[config.mk]
export PLATFORM = sky130hd
export DESIGN_NAME = char_recognition
export DESIGN_NICKNAME = d
export VERILOG_FILES = /design/src/logic/grid_pkg.sv /design/src/logic/video_pkg.sv /design/src/logic/cell_counter_array.sv /design/src/logic/char_recognition.sv /design/src/logic/frame_sequencer.sv /design/src/logic/grid_geometry.sv
export VERILOG_INCLUDE_DIRS = /design/src /design/src/logic
export SDC_FILE = /design/constraint.sdc
export NUM_CORES = 2
export LEC_CHECK = 0
export BUFFER_PORTS_ARGS = -buffer_cell sky130_fd_sc_hd__buf_2
export CORE_MARGIN = 1
export CORE_UTILIZATION = 65
export DETAILED_ROUTE_END_ITERATION = 10
export PLACE_DENSITY_LB_ADDON = 0.12
export SETUP_SLACK_MARGIN = 0.02
export SYNTH_ARGS = -nofsm -noshare
export SYNTH_HDL_FRONTEND = slang
export SYNTH_SLANG_ARGS = --single-unit
[constraint.sdc]
create_clock -name pixelclk -period 26 [get_ports pixelclk]
set_input_delay 3.9 -clock pixelclk [delete_from_list [all_inputs] [get_ports pixelclk]]
set_output_delay 3.9 -clock pixelclk [all_outputs]
set_load 0.02 [all_outputs]
[src/logic/char_rec_cfg.svh]
`ifndef CHAR_REC_CFG_SVH
`define CHAR_REC_CFG_SVH

// the character box is cut into GRID_COLS by GRID_ROWS cells.
`define GRID_COLS  5
`define GRID_ROWS  8
`define GRID_CELLS (`GRID_COLS * `GRID_ROWS)

`define COORD_W    12
`define CNT_W      12
`define RGB_W      24

// only pure white counts as a light pixel.
`define WHITE_RGB  {`RGB_W{1'b1}}

`endif

[src/logic/grid_pkg.sv]
`include "char_rec_cfg.svh"

package grid_pkg;

   typedef logic [`CNT_W-1:0]               cnt_t;
   typedef logic [$clog2(`GRID_CELLS)-1:0]  cell_idx_t;
   typedef logic [`COORD_W-1:0]             edge_t;

   // the outer box edges sit at index 0 and at the last index.
   typedef edge_t [`GRID_COLS:0] col_edges_t;
   typedef edge_t [`GRID_ROWS:0] row_edges_t;

   typedef struct packed {
      logic      hit;
      cell_idx_t idx;  // row-major from the top-left cell.
   } cell_hit_s;

   typedef logic [`GRID_CELLS-1:0] char_vec_t;  // cell k sits at bit GRID_CELLS-1-k.

   typedef enum logic [1:0] {
      PH_IDLE    = 2'd0,
      PH_ACTIVE  = 2'd1,
      PH_PUBLISH = 2'd2
   } phase_e;

endpackage

[src/logic/video_pkg.sv]
`include "char_rec_cfg.svh"

package video_pkg;

   typedef logic [`RGB_W-1:0]   rgb_t;
   typedef logic [`COORD_W-1:0] coord_t;

   // one pixel of the stream with its screen position.
   typedef struct packed {
      rgb_t   rgb;
      logic   vsync;
      coord_t hcount;
      coord_t vcount;
   } pixel_s;

   typedef struct packed {
      coord_t left;
      coord_t right;
      coord_t top;
      coord_t bottom;
   } box_s;

endpackage

[src/logic/cell_counter_array.sv]
`timescale 1ns/10ps
`include "char_rec_cfg.svh"

module cell_counter_array (
   input  logic                i_pixelclk,
   input  logic                i_reset_n,
   input  logic                i_clear,
   input  logic                i_decide,
   input  grid_pkg::cell_hit_s i_hit,
   input  grid_pkg::cnt_t      i_threshold,
   output grid_pkg::char_vec_t o_cells
);

   // one dark-pixel counter and one decided bit per cell.
   for (genvar k = 0; k < `GRID_CELLS; k++) begin : g_cell
      grid_pkg::cnt_t count;
      logic           bump;
      logic           cell_q;

      // the hit flag already carries the dark test.
      assign bump = i_hit.hit && (i_hit.idx == grid_pkg::cell_idx_t'(k));

      always_ff @(posedge i_pixelclk or negedge i_reset_n) begin
         if (!i_reset_n) begin
            count <= '0;
         end else if (i_clear) begin
            count <= '0;
         end else if (bump) begin
            count <= count + 1'b1;
         end
      end

      always_ff @(posedge i_pixelclk or negedge i_reset_n) begin
         if (!i_reset_n) begin
            cell_q <= 1'b0;
         end else if (i_decide) begin
            cell_q <= (count > i_threshold);  // strictly more than half the area.
         end
      end

      // the top-left cell lands in the most significant bit.
      assign o_cells[`GRID_CELLS-1-k] = cell_q;

      // a cell larger than the counter range would wrap its count to zero.
      a_no_wrap: assert property (
         @(posedge i_pixelclk) disable iff (!i_reset_n)
         (bump && !i_clear) |-> (count != '1)
      );
   end

endmodule

[src/logic/char_recognition.sv]
`timescale 1ns/10ps
`include "char_rec_cfg.svh"

module char_recognition (
   input  logic                pixelclk,
   input  logic                reset_n,
   input  video_pkg::pixel_s   i_pixel,
   input  video_pkg::box_s     i_box,
   output grid_pkg::char_vec_t o_char
);

   logic                clear;
   logic                decide;
   logic                publish;
   grid_pkg::cell_hit_s hit;
   grid_pkg::cnt_t      threshold;
   grid_pkg::char_vec_t cells;

   frame_sequencer u_frame_sequencer (
      .i_pixelclk (pixelclk),
      .i_reset_n  (reset_n),
      .i_vsync    (i_pixel.vsync),
      .o_clear    (clear),
      .o_decide   (decide),
      .o_publish  (publish)
   );

   grid_geometry u_grid_geometry (
      .i_pixelclk  (pixelclk),
      .i_reset_n   (reset_n),
      .i_clear     (clear),
      .i_pixel     (i_pixel),
      .i_box       (i_box),
      .o_hit       (hit),
      .o_threshold (threshold)
   );

   cell_counter_array u_cell_counter_array (
      .i_pixelclk  (pixelclk),
      .i_reset_n   (reset_n),
      .i_clear     (clear),
      .i_decide    (decide),
      .i_hit       (hit),
      .i_threshold (threshold),
      .o_cells     (cells)
   );

   // the vector holds from one publish to the next.
   always_ff @(posedge pixelclk or negedge reset_n) begin
      if (!reset_n) begin
         o_char <= '0;
      end else if (publish) begin
         o_char <= cells;
      end
   end

endmodule

[src/logic/frame_sequencer.sv]
`timescale 1ns/10ps
`include "char_rec_cfg.svh"

module frame_sequencer (
   input  logic i_pixelclk,
   input  logic i_reset_n,
   input  logic i_vsync,
   output logic o_clear,
   output logic o_decide,
   output logic o_publish
);

   logic             vsync_q;
   grid_pkg::phase_e phase_q;
   grid_pkg::phase_e phase_d;

   always_ff @(posedge i_pixelclk or negedge i_reset_n) begin
      if (!i_reset_n) begin
         vsync_q <= 1'b0;
         phase_q <= grid_pkg::PH_IDLE;
      end else begin
         vsync_q <= i_vsync;
         phase_q <= phase_d;
      end
   end

   assign o_clear  = i_vsync & ~vsync_q;  // rising vsync starts a frame.
   assign o_decide = ~i_vsync & vsync_q;

   always_comb begin
      phase_d = phase_q;
      case (phase_q)
         grid_pkg::PH_IDLE:    if (o_clear) phase_d = grid_pkg::PH_ACTIVE;
         grid_pkg::PH_ACTIVE:  if (o_decide) phase_d = grid_pkg::PH_PUBLISH;
         // a vsync pulse right after the publish opens the next frame at once.
         grid_pkg::PH_PUBLISH: phase_d = o_clear ? grid_pkg::PH_ACTIVE : grid_pkg::PH_IDLE;
         default:              phase_d = grid_pkg::PH_IDLE;
      endcase
   end

   // the publish cycle is the single cycle spent in PH_PUBLISH.
   assign o_publish = (phase_q == grid_pkg::PH_PUBLISH);

   // a falling vsync always belongs to a frame that was opened by a clear.
   a_decide_not_idle: assert property (
      @(posedge i_pixelclk) disable iff (!i_reset_n)
      o_decide |-> (phase_q != grid_pkg::PH_IDLE)
   );

endmodule

[src/logic/grid_geometry.sv]
`timescale 1ns/10ps
`include "char_rec_cfg.svh"

module grid_geometry (
   input  logic                i_pixelclk,
   input  logic                i_reset_n,
   input  logic                i_clear,
   input  video_pkg::pixel_s   i_pixel,
   input  video_pkg::box_s     i_box,
   output grid_pkg::cell_hit_s o_hit,
   output grid_pkg::cnt_t      o_threshold
);

   localparam int SPAN_W = `COORD_W + 4;
   localparam int AREA_W = 2 * `COORD_W;
   localparam int COL_W  = $clog2(`GRID_COLS);
   localparam int ROW_W  = $clog2(`GRID_ROWS);

   video_pkg::box_s      box_q;
   grid_pkg::col_edges_t col_edge;
   grid_pkg::row_edges_t row_edge;
   logic [SPAN_W-1:0]    span_x;
   logic [SPAN_W-1:0]    span_y;
   logic [AREA_W-1:0]    cell_area;
   logic [COL_W-1:0]     col_idx;
   logic [ROW_W-1:0]     row_idx;
   logic                 col_ok;
   logic                 row_ok;
   logic                 dark;
   grid_pkg::cell_idx_t  cell_idx;

   // the box is taken once per frame at the rise of vsync.
   always_ff @(posedge i_pixelclk or negedge i_reset_n) begin
      if (!i_reset_n) begin
         box_q <= '0;
      end else if (i_clear) begin
         box_q <= i_box;
      end
   end

   assign span_x = SPAN_W'(box_q.right - box_q.left);
   assign span_y = SPAN_W'(box_q.bottom - box_q.top);

   for (genvar c = 0; c <= `GRID_COLS; c++) begin : g_col_edge
      logic [SPAN_W-1:0] scaled;
      assign scaled      = span_x * SPAN_W'(c) / SPAN_W'(`GRID_COLS);
      assign col_edge[c] = box_q.left + scaled[`COORD_W-1:0];
   end

   for (genvar r = 0; r <= `GRID_ROWS; r++) begin : g_row_edge
      logic [SPAN_W-1:0] scaled;
      assign scaled      = span_y * SPAN_W'(r) / SPAN_W'(`GRID_ROWS);
      assign row_edge[r] = box_q.top + scaled[`COORD_W-1:0];
   end

   // pixels on an edge line belong to no cell.
   always_comb begin
      col_ok  = 1'b0;
      col_idx = '0;
      for (int c = 0; c < `GRID_COLS; c++) begin
         if (i_pixel.hcount > col_edge[c] && i_pixel.hcount < col_edge[c+1]) begin
            col_ok  = 1'b1;
            col_idx = COL_W'(c);
         end
      end
   end

   always_comb begin
      row_ok  = 1'b0;
      row_idx = '0;
      for (int r = 0; r < `GRID_ROWS; r++) begin
         if (i_pixel.vcount > row_edge[r] && i_pixel.vcount < row_edge[r+1]) begin
            row_ok  = 1'b1;
            row_idx = ROW_W'(r);
         end
      end
   end

   assign dark     = (i_pixel.rgb != `WHITE_RGB);
   assign cell_idx = grid_pkg::cell_idx_t'(row_idx) * grid_pkg::cell_idx_t'(`GRID_COLS)
                   + grid_pkg::cell_idx_t'(col_idx);

   assign o_hit = '{hit: dark && col_ok && row_ok, idx: cell_idx};

   // half the area of the top-left cell, measured between its edges.
   assign cell_area   = AREA_W'(col_edge[1] - col_edge[0]) * AREA_W'(row_edge[1] - row_edge[0]);
   assign o_threshold = grid_pkg::cnt_t'(cell_area >> 1);

   // a hit names a real cell and its pixel lies strictly inside the latched box.
   a_hit_in_range: assert property (
      @(posedge i_pixelclk) disable iff (!i_reset_n)
      o_hit.hit |-> (o_hit.idx < grid_pkg::cell_idx_t'(`GRID_CELLS))
                    && (i_pixel.hcount > box_q.left) && (i_pixel.hcount < box_q.right)
                    && (i_pixel.vcount > box_q.top) && (i_pixel.vcount < box_q.bottom)
   );

endmodule

==> impl_metrics.py <==
metrics = {
    "outcome": {
        "status": "complete, no violations",
    },
    "drt": {
        "via_per_inst": 6.313,
        "first_pass_iters": 5,
        "wl_per_cell_um": 19.35,
        "drt_iter0_markers": 4485,
        "drc": 0,
        "postRouteAntennaNets": 0,
        "drt-total-wl_um": 173200,
        "vias": 56510,
    },
    "final_layout": {
        "fin_nets": 8702,
        "areaGrowthSynthToFinish_pct": 7.151,
        "utilization_pct": 70.56,
        "layout-drive-gt1-share_pct": 7.298,
    },
    "global_route": {
        "antenna_found_initial": 6,
        "overflow": 0,
        "grt_pass1_wl_um": 279200,
        "grt_max_degree": 200,
        "grt_pass1_vias": 54060,
        "grt_use_total_pct": 34.35,
    },
    "clocking": {
        "cts_resized": 0,
        "clk_latency_ns": 0.65,
        "clock_sinks": 611,
        "hold_buffers": 0,
        "path_clk_slew_ns": 0.07,
        "cts-root-buf": "clkbuf_16",
        "max-clock-path-buffers": 3,
        "tritoncts": "yes",
        "numCtsBuffers": 71,
        "cts_setup_buffers": 0,
        "htreeDepth": 3,
    },
    "synth": {
        "ys.flop_type": "dfrtp_1",
        "ys_ff_latch": 611,
        "synth-seq-area-share_pct": 23.90,
        "synth_fp_nets": 8636,
        "syn_inst": 7552,
        "yosys_warnings": 0,
        "syn_area_per_cell_um2": 8.470,
        "synth_edf_count": 0,
        "syn_area_mm2": 0.06397,
        "synth.distinct_cells": 137,
        "ys_async_sr_fraction_pct": 100.0,
    },
    "worst_setup_path": {
        "r2r_slack_ns": 2.90,
        "cpMaxStageDelayCell": "xnor2_1",
        "cp-end-kind": "register",
        "crit_path_start_kind": "register",
        "cp_max_fo": 28,
        "crit_type": "reg2reg",
        "cp.arrival_ns": 23.63,
        "cp_slowest_stage_delay_ns": 0.72,
        "critPathRequiredTime_ns": 26.53,
        "cp_common_cell": "a21oi_1",
    },
    "floorplanning": {
        "die-width_um": 315.7,
        "dieHeight_um": 315.7,
        "ios": 139,
        "core_mm2": 0.09714,
        "placementRows": 114,
        "design.die.area_mm2": 0.09967,
        "start_util_pct": 65.85,
    },
    "sta": {
        "fin_crit_sh_pct": 88.84,
        "holdWs_ns": 0.4904,
        "hold_viol_final": 0,
        "final_max_slew_viol_count": 0,
        "max_freq_mhz": 43.29,
        "setup_viol": 0,
        "tightestPinTransition_ns": 1.066,
        "min_period_ns": 23.10,
        "relSlewSlack_pct": 28.43,
        "rsz0062_at_grt": "false",
        "final.setup.tns_ns": 0,
        "fin_skew_ns": 0.02999,
    },
    "place": {
        "gp_congestion": 0.9756,
        "io_buffers": 138,
        "hpwl_um": 124000,
    },
    "run": {
        "cap_violations": 0,
    },
    "worst_hold_path": {
        "min_path_type": "reg2reg",
    },
}
path summary, 6_finish.rpt:
| check | start | endpoint | cells past startpoint |
|---|---|---|---|
| worst max-delay path | u_grid_geometry.box_q[37] | u_cell_counter_array.g_cell[8].count[7] | 81 |
| worst min-delay path | u_grid_geometry.box_q[10] | u_grid_geometry.box_q[10] | 2 |
| worst max register to register | u_grid_geometry.box_q[37] | u_cell_counter_array.g_cell[8].count[7] | 81 |
| worst min register to register | u_grid_geometry.box_q[10] | u_grid_geometry.box_q[10] | 2 |
| max in group asynchronous | reset_n | u_cell_counter_array.g_cell[11].count[5] | 4 |
| min in group asynchronous | reset_n | u_cell_counter_array.g_cell[36].count[7] | 1 |
placed cells by master (no fill, tap or decap), types with 19 or more instances in the layout:
cell type,n
or3_1,86
maj3_1,135
and2_1,36
buf_4,62
mux2i_1,60
fa_1,81
a21o_1,197
a31oi_1,77
buf_2,137
o21ai_1,19
mux2_2,85
o22ai_1,46
inv_1,486
nand3_1,261
a211oi_1,32
nor4_1,19
o21bai_1,96
o211ai_1,48
a21oi_1,533
and3_1,101
clkbuf_16,71
nor2b_1,71
xnor2_1,374
nand2_1,530
nor3_1,108
o21ai_0,355
xor2_1,341
ha_1,902
or2_2,29
nand4_1,174
o2111ai_1,22
o21a_1,41
o31ai_1,22
nor2_1,814
dfrtp_1,611
nand2b_1,92
synth_stat cells, types with 86 or more instances:
library cell    n  area [µm²]
or3_1          86       538.0
a21oi_1       533        2668
inv_1         489        1836
maj3_1        135        1351
clkbuf_1      175       656.9
o21bai_1       96       720.7
xnor2_1       384        3363
ha_1          903       11300
nor3_1        108       540.5
nand2b_1       93       581.8
dfrtp_1       611       15290
a21o_1        197        1479
nor2_1        814        3055
nand3_1       261        1306
nand4_1       174        1089
xor2_1        345        3022
nand2_1       530        1989
o21ai_0       355        1777
and3_1        101       631.9
state kept, by name, summed over array words and instances (netlist names):
signal,flops
o_char,40
u_cell_counter_array.g_cell.count,480
u_frame_sequencer.phase_q,2
u_frame_sequencer.vsync_q,1
u_grid_geometry.box_q,48
u_cell_counter_array.g_cell.cell_q,40
routing by layer:
metal	vias up	wire length, µm	global-route usage (%)
li1	27240	-	-
met1	27200	76420	45.67
met2	1673	81210	57.86
met3	381	9905	4.263
met4	8	5644	11.41
met5	-	41	0
area by class of cell:
cell class | count | area (µm²)
multi-input combinational | 6228 | 46080
clock buffer | 102 | 2053
antenna | 2 | 5.005
timing repair buffer | 203 | 1226
fill | 7791 | 28600
inverter | 503 | 1888
tap | 1276 | 1597
sequential | 611 | 15290
clock inverter | 26 | 404.1
critical path, delay by kind of cell (launching register included):
family                     cells  cell delay (ns)
muxes                          1             0.24
and+or+nand+nor               26             8.54
AOI/OAI and AO/OA             33             7.40
DFF                            1             0.55
buffers and inverters          8             1.70
xor gates and xnor gates       3             1.03
adders and majority gates     10             3.50
stage by stage:
step	worst slack, ns	area [µm²]	instances
3_3_place_gp	3.992	66080	8821
4_1_cts	3.187	68530	8949
3_5_place_dp	3.236	66080	8821
5_1_grt	1.153	68540	8951
2_1_floorplan	6.736	63970	7552
6_report	2.901	68540	8951
logic make-up after synthesis:
logic type	count (synthesis)	synth area share (%)
buffers and inverters	713	4.299
and+or+nand+nor	2415	18.12
DFF	611	23.90
xor gates and xnor gates	734	10.13
AOI/OAI and AO/OA	1810	18.67
muxes	149	2.535
adders and majority gates	1120	22.34
Power is left out: the tool's default activity adds up to more than one toggle a clock period on the data nets, which glitch-free logic cannot reach.
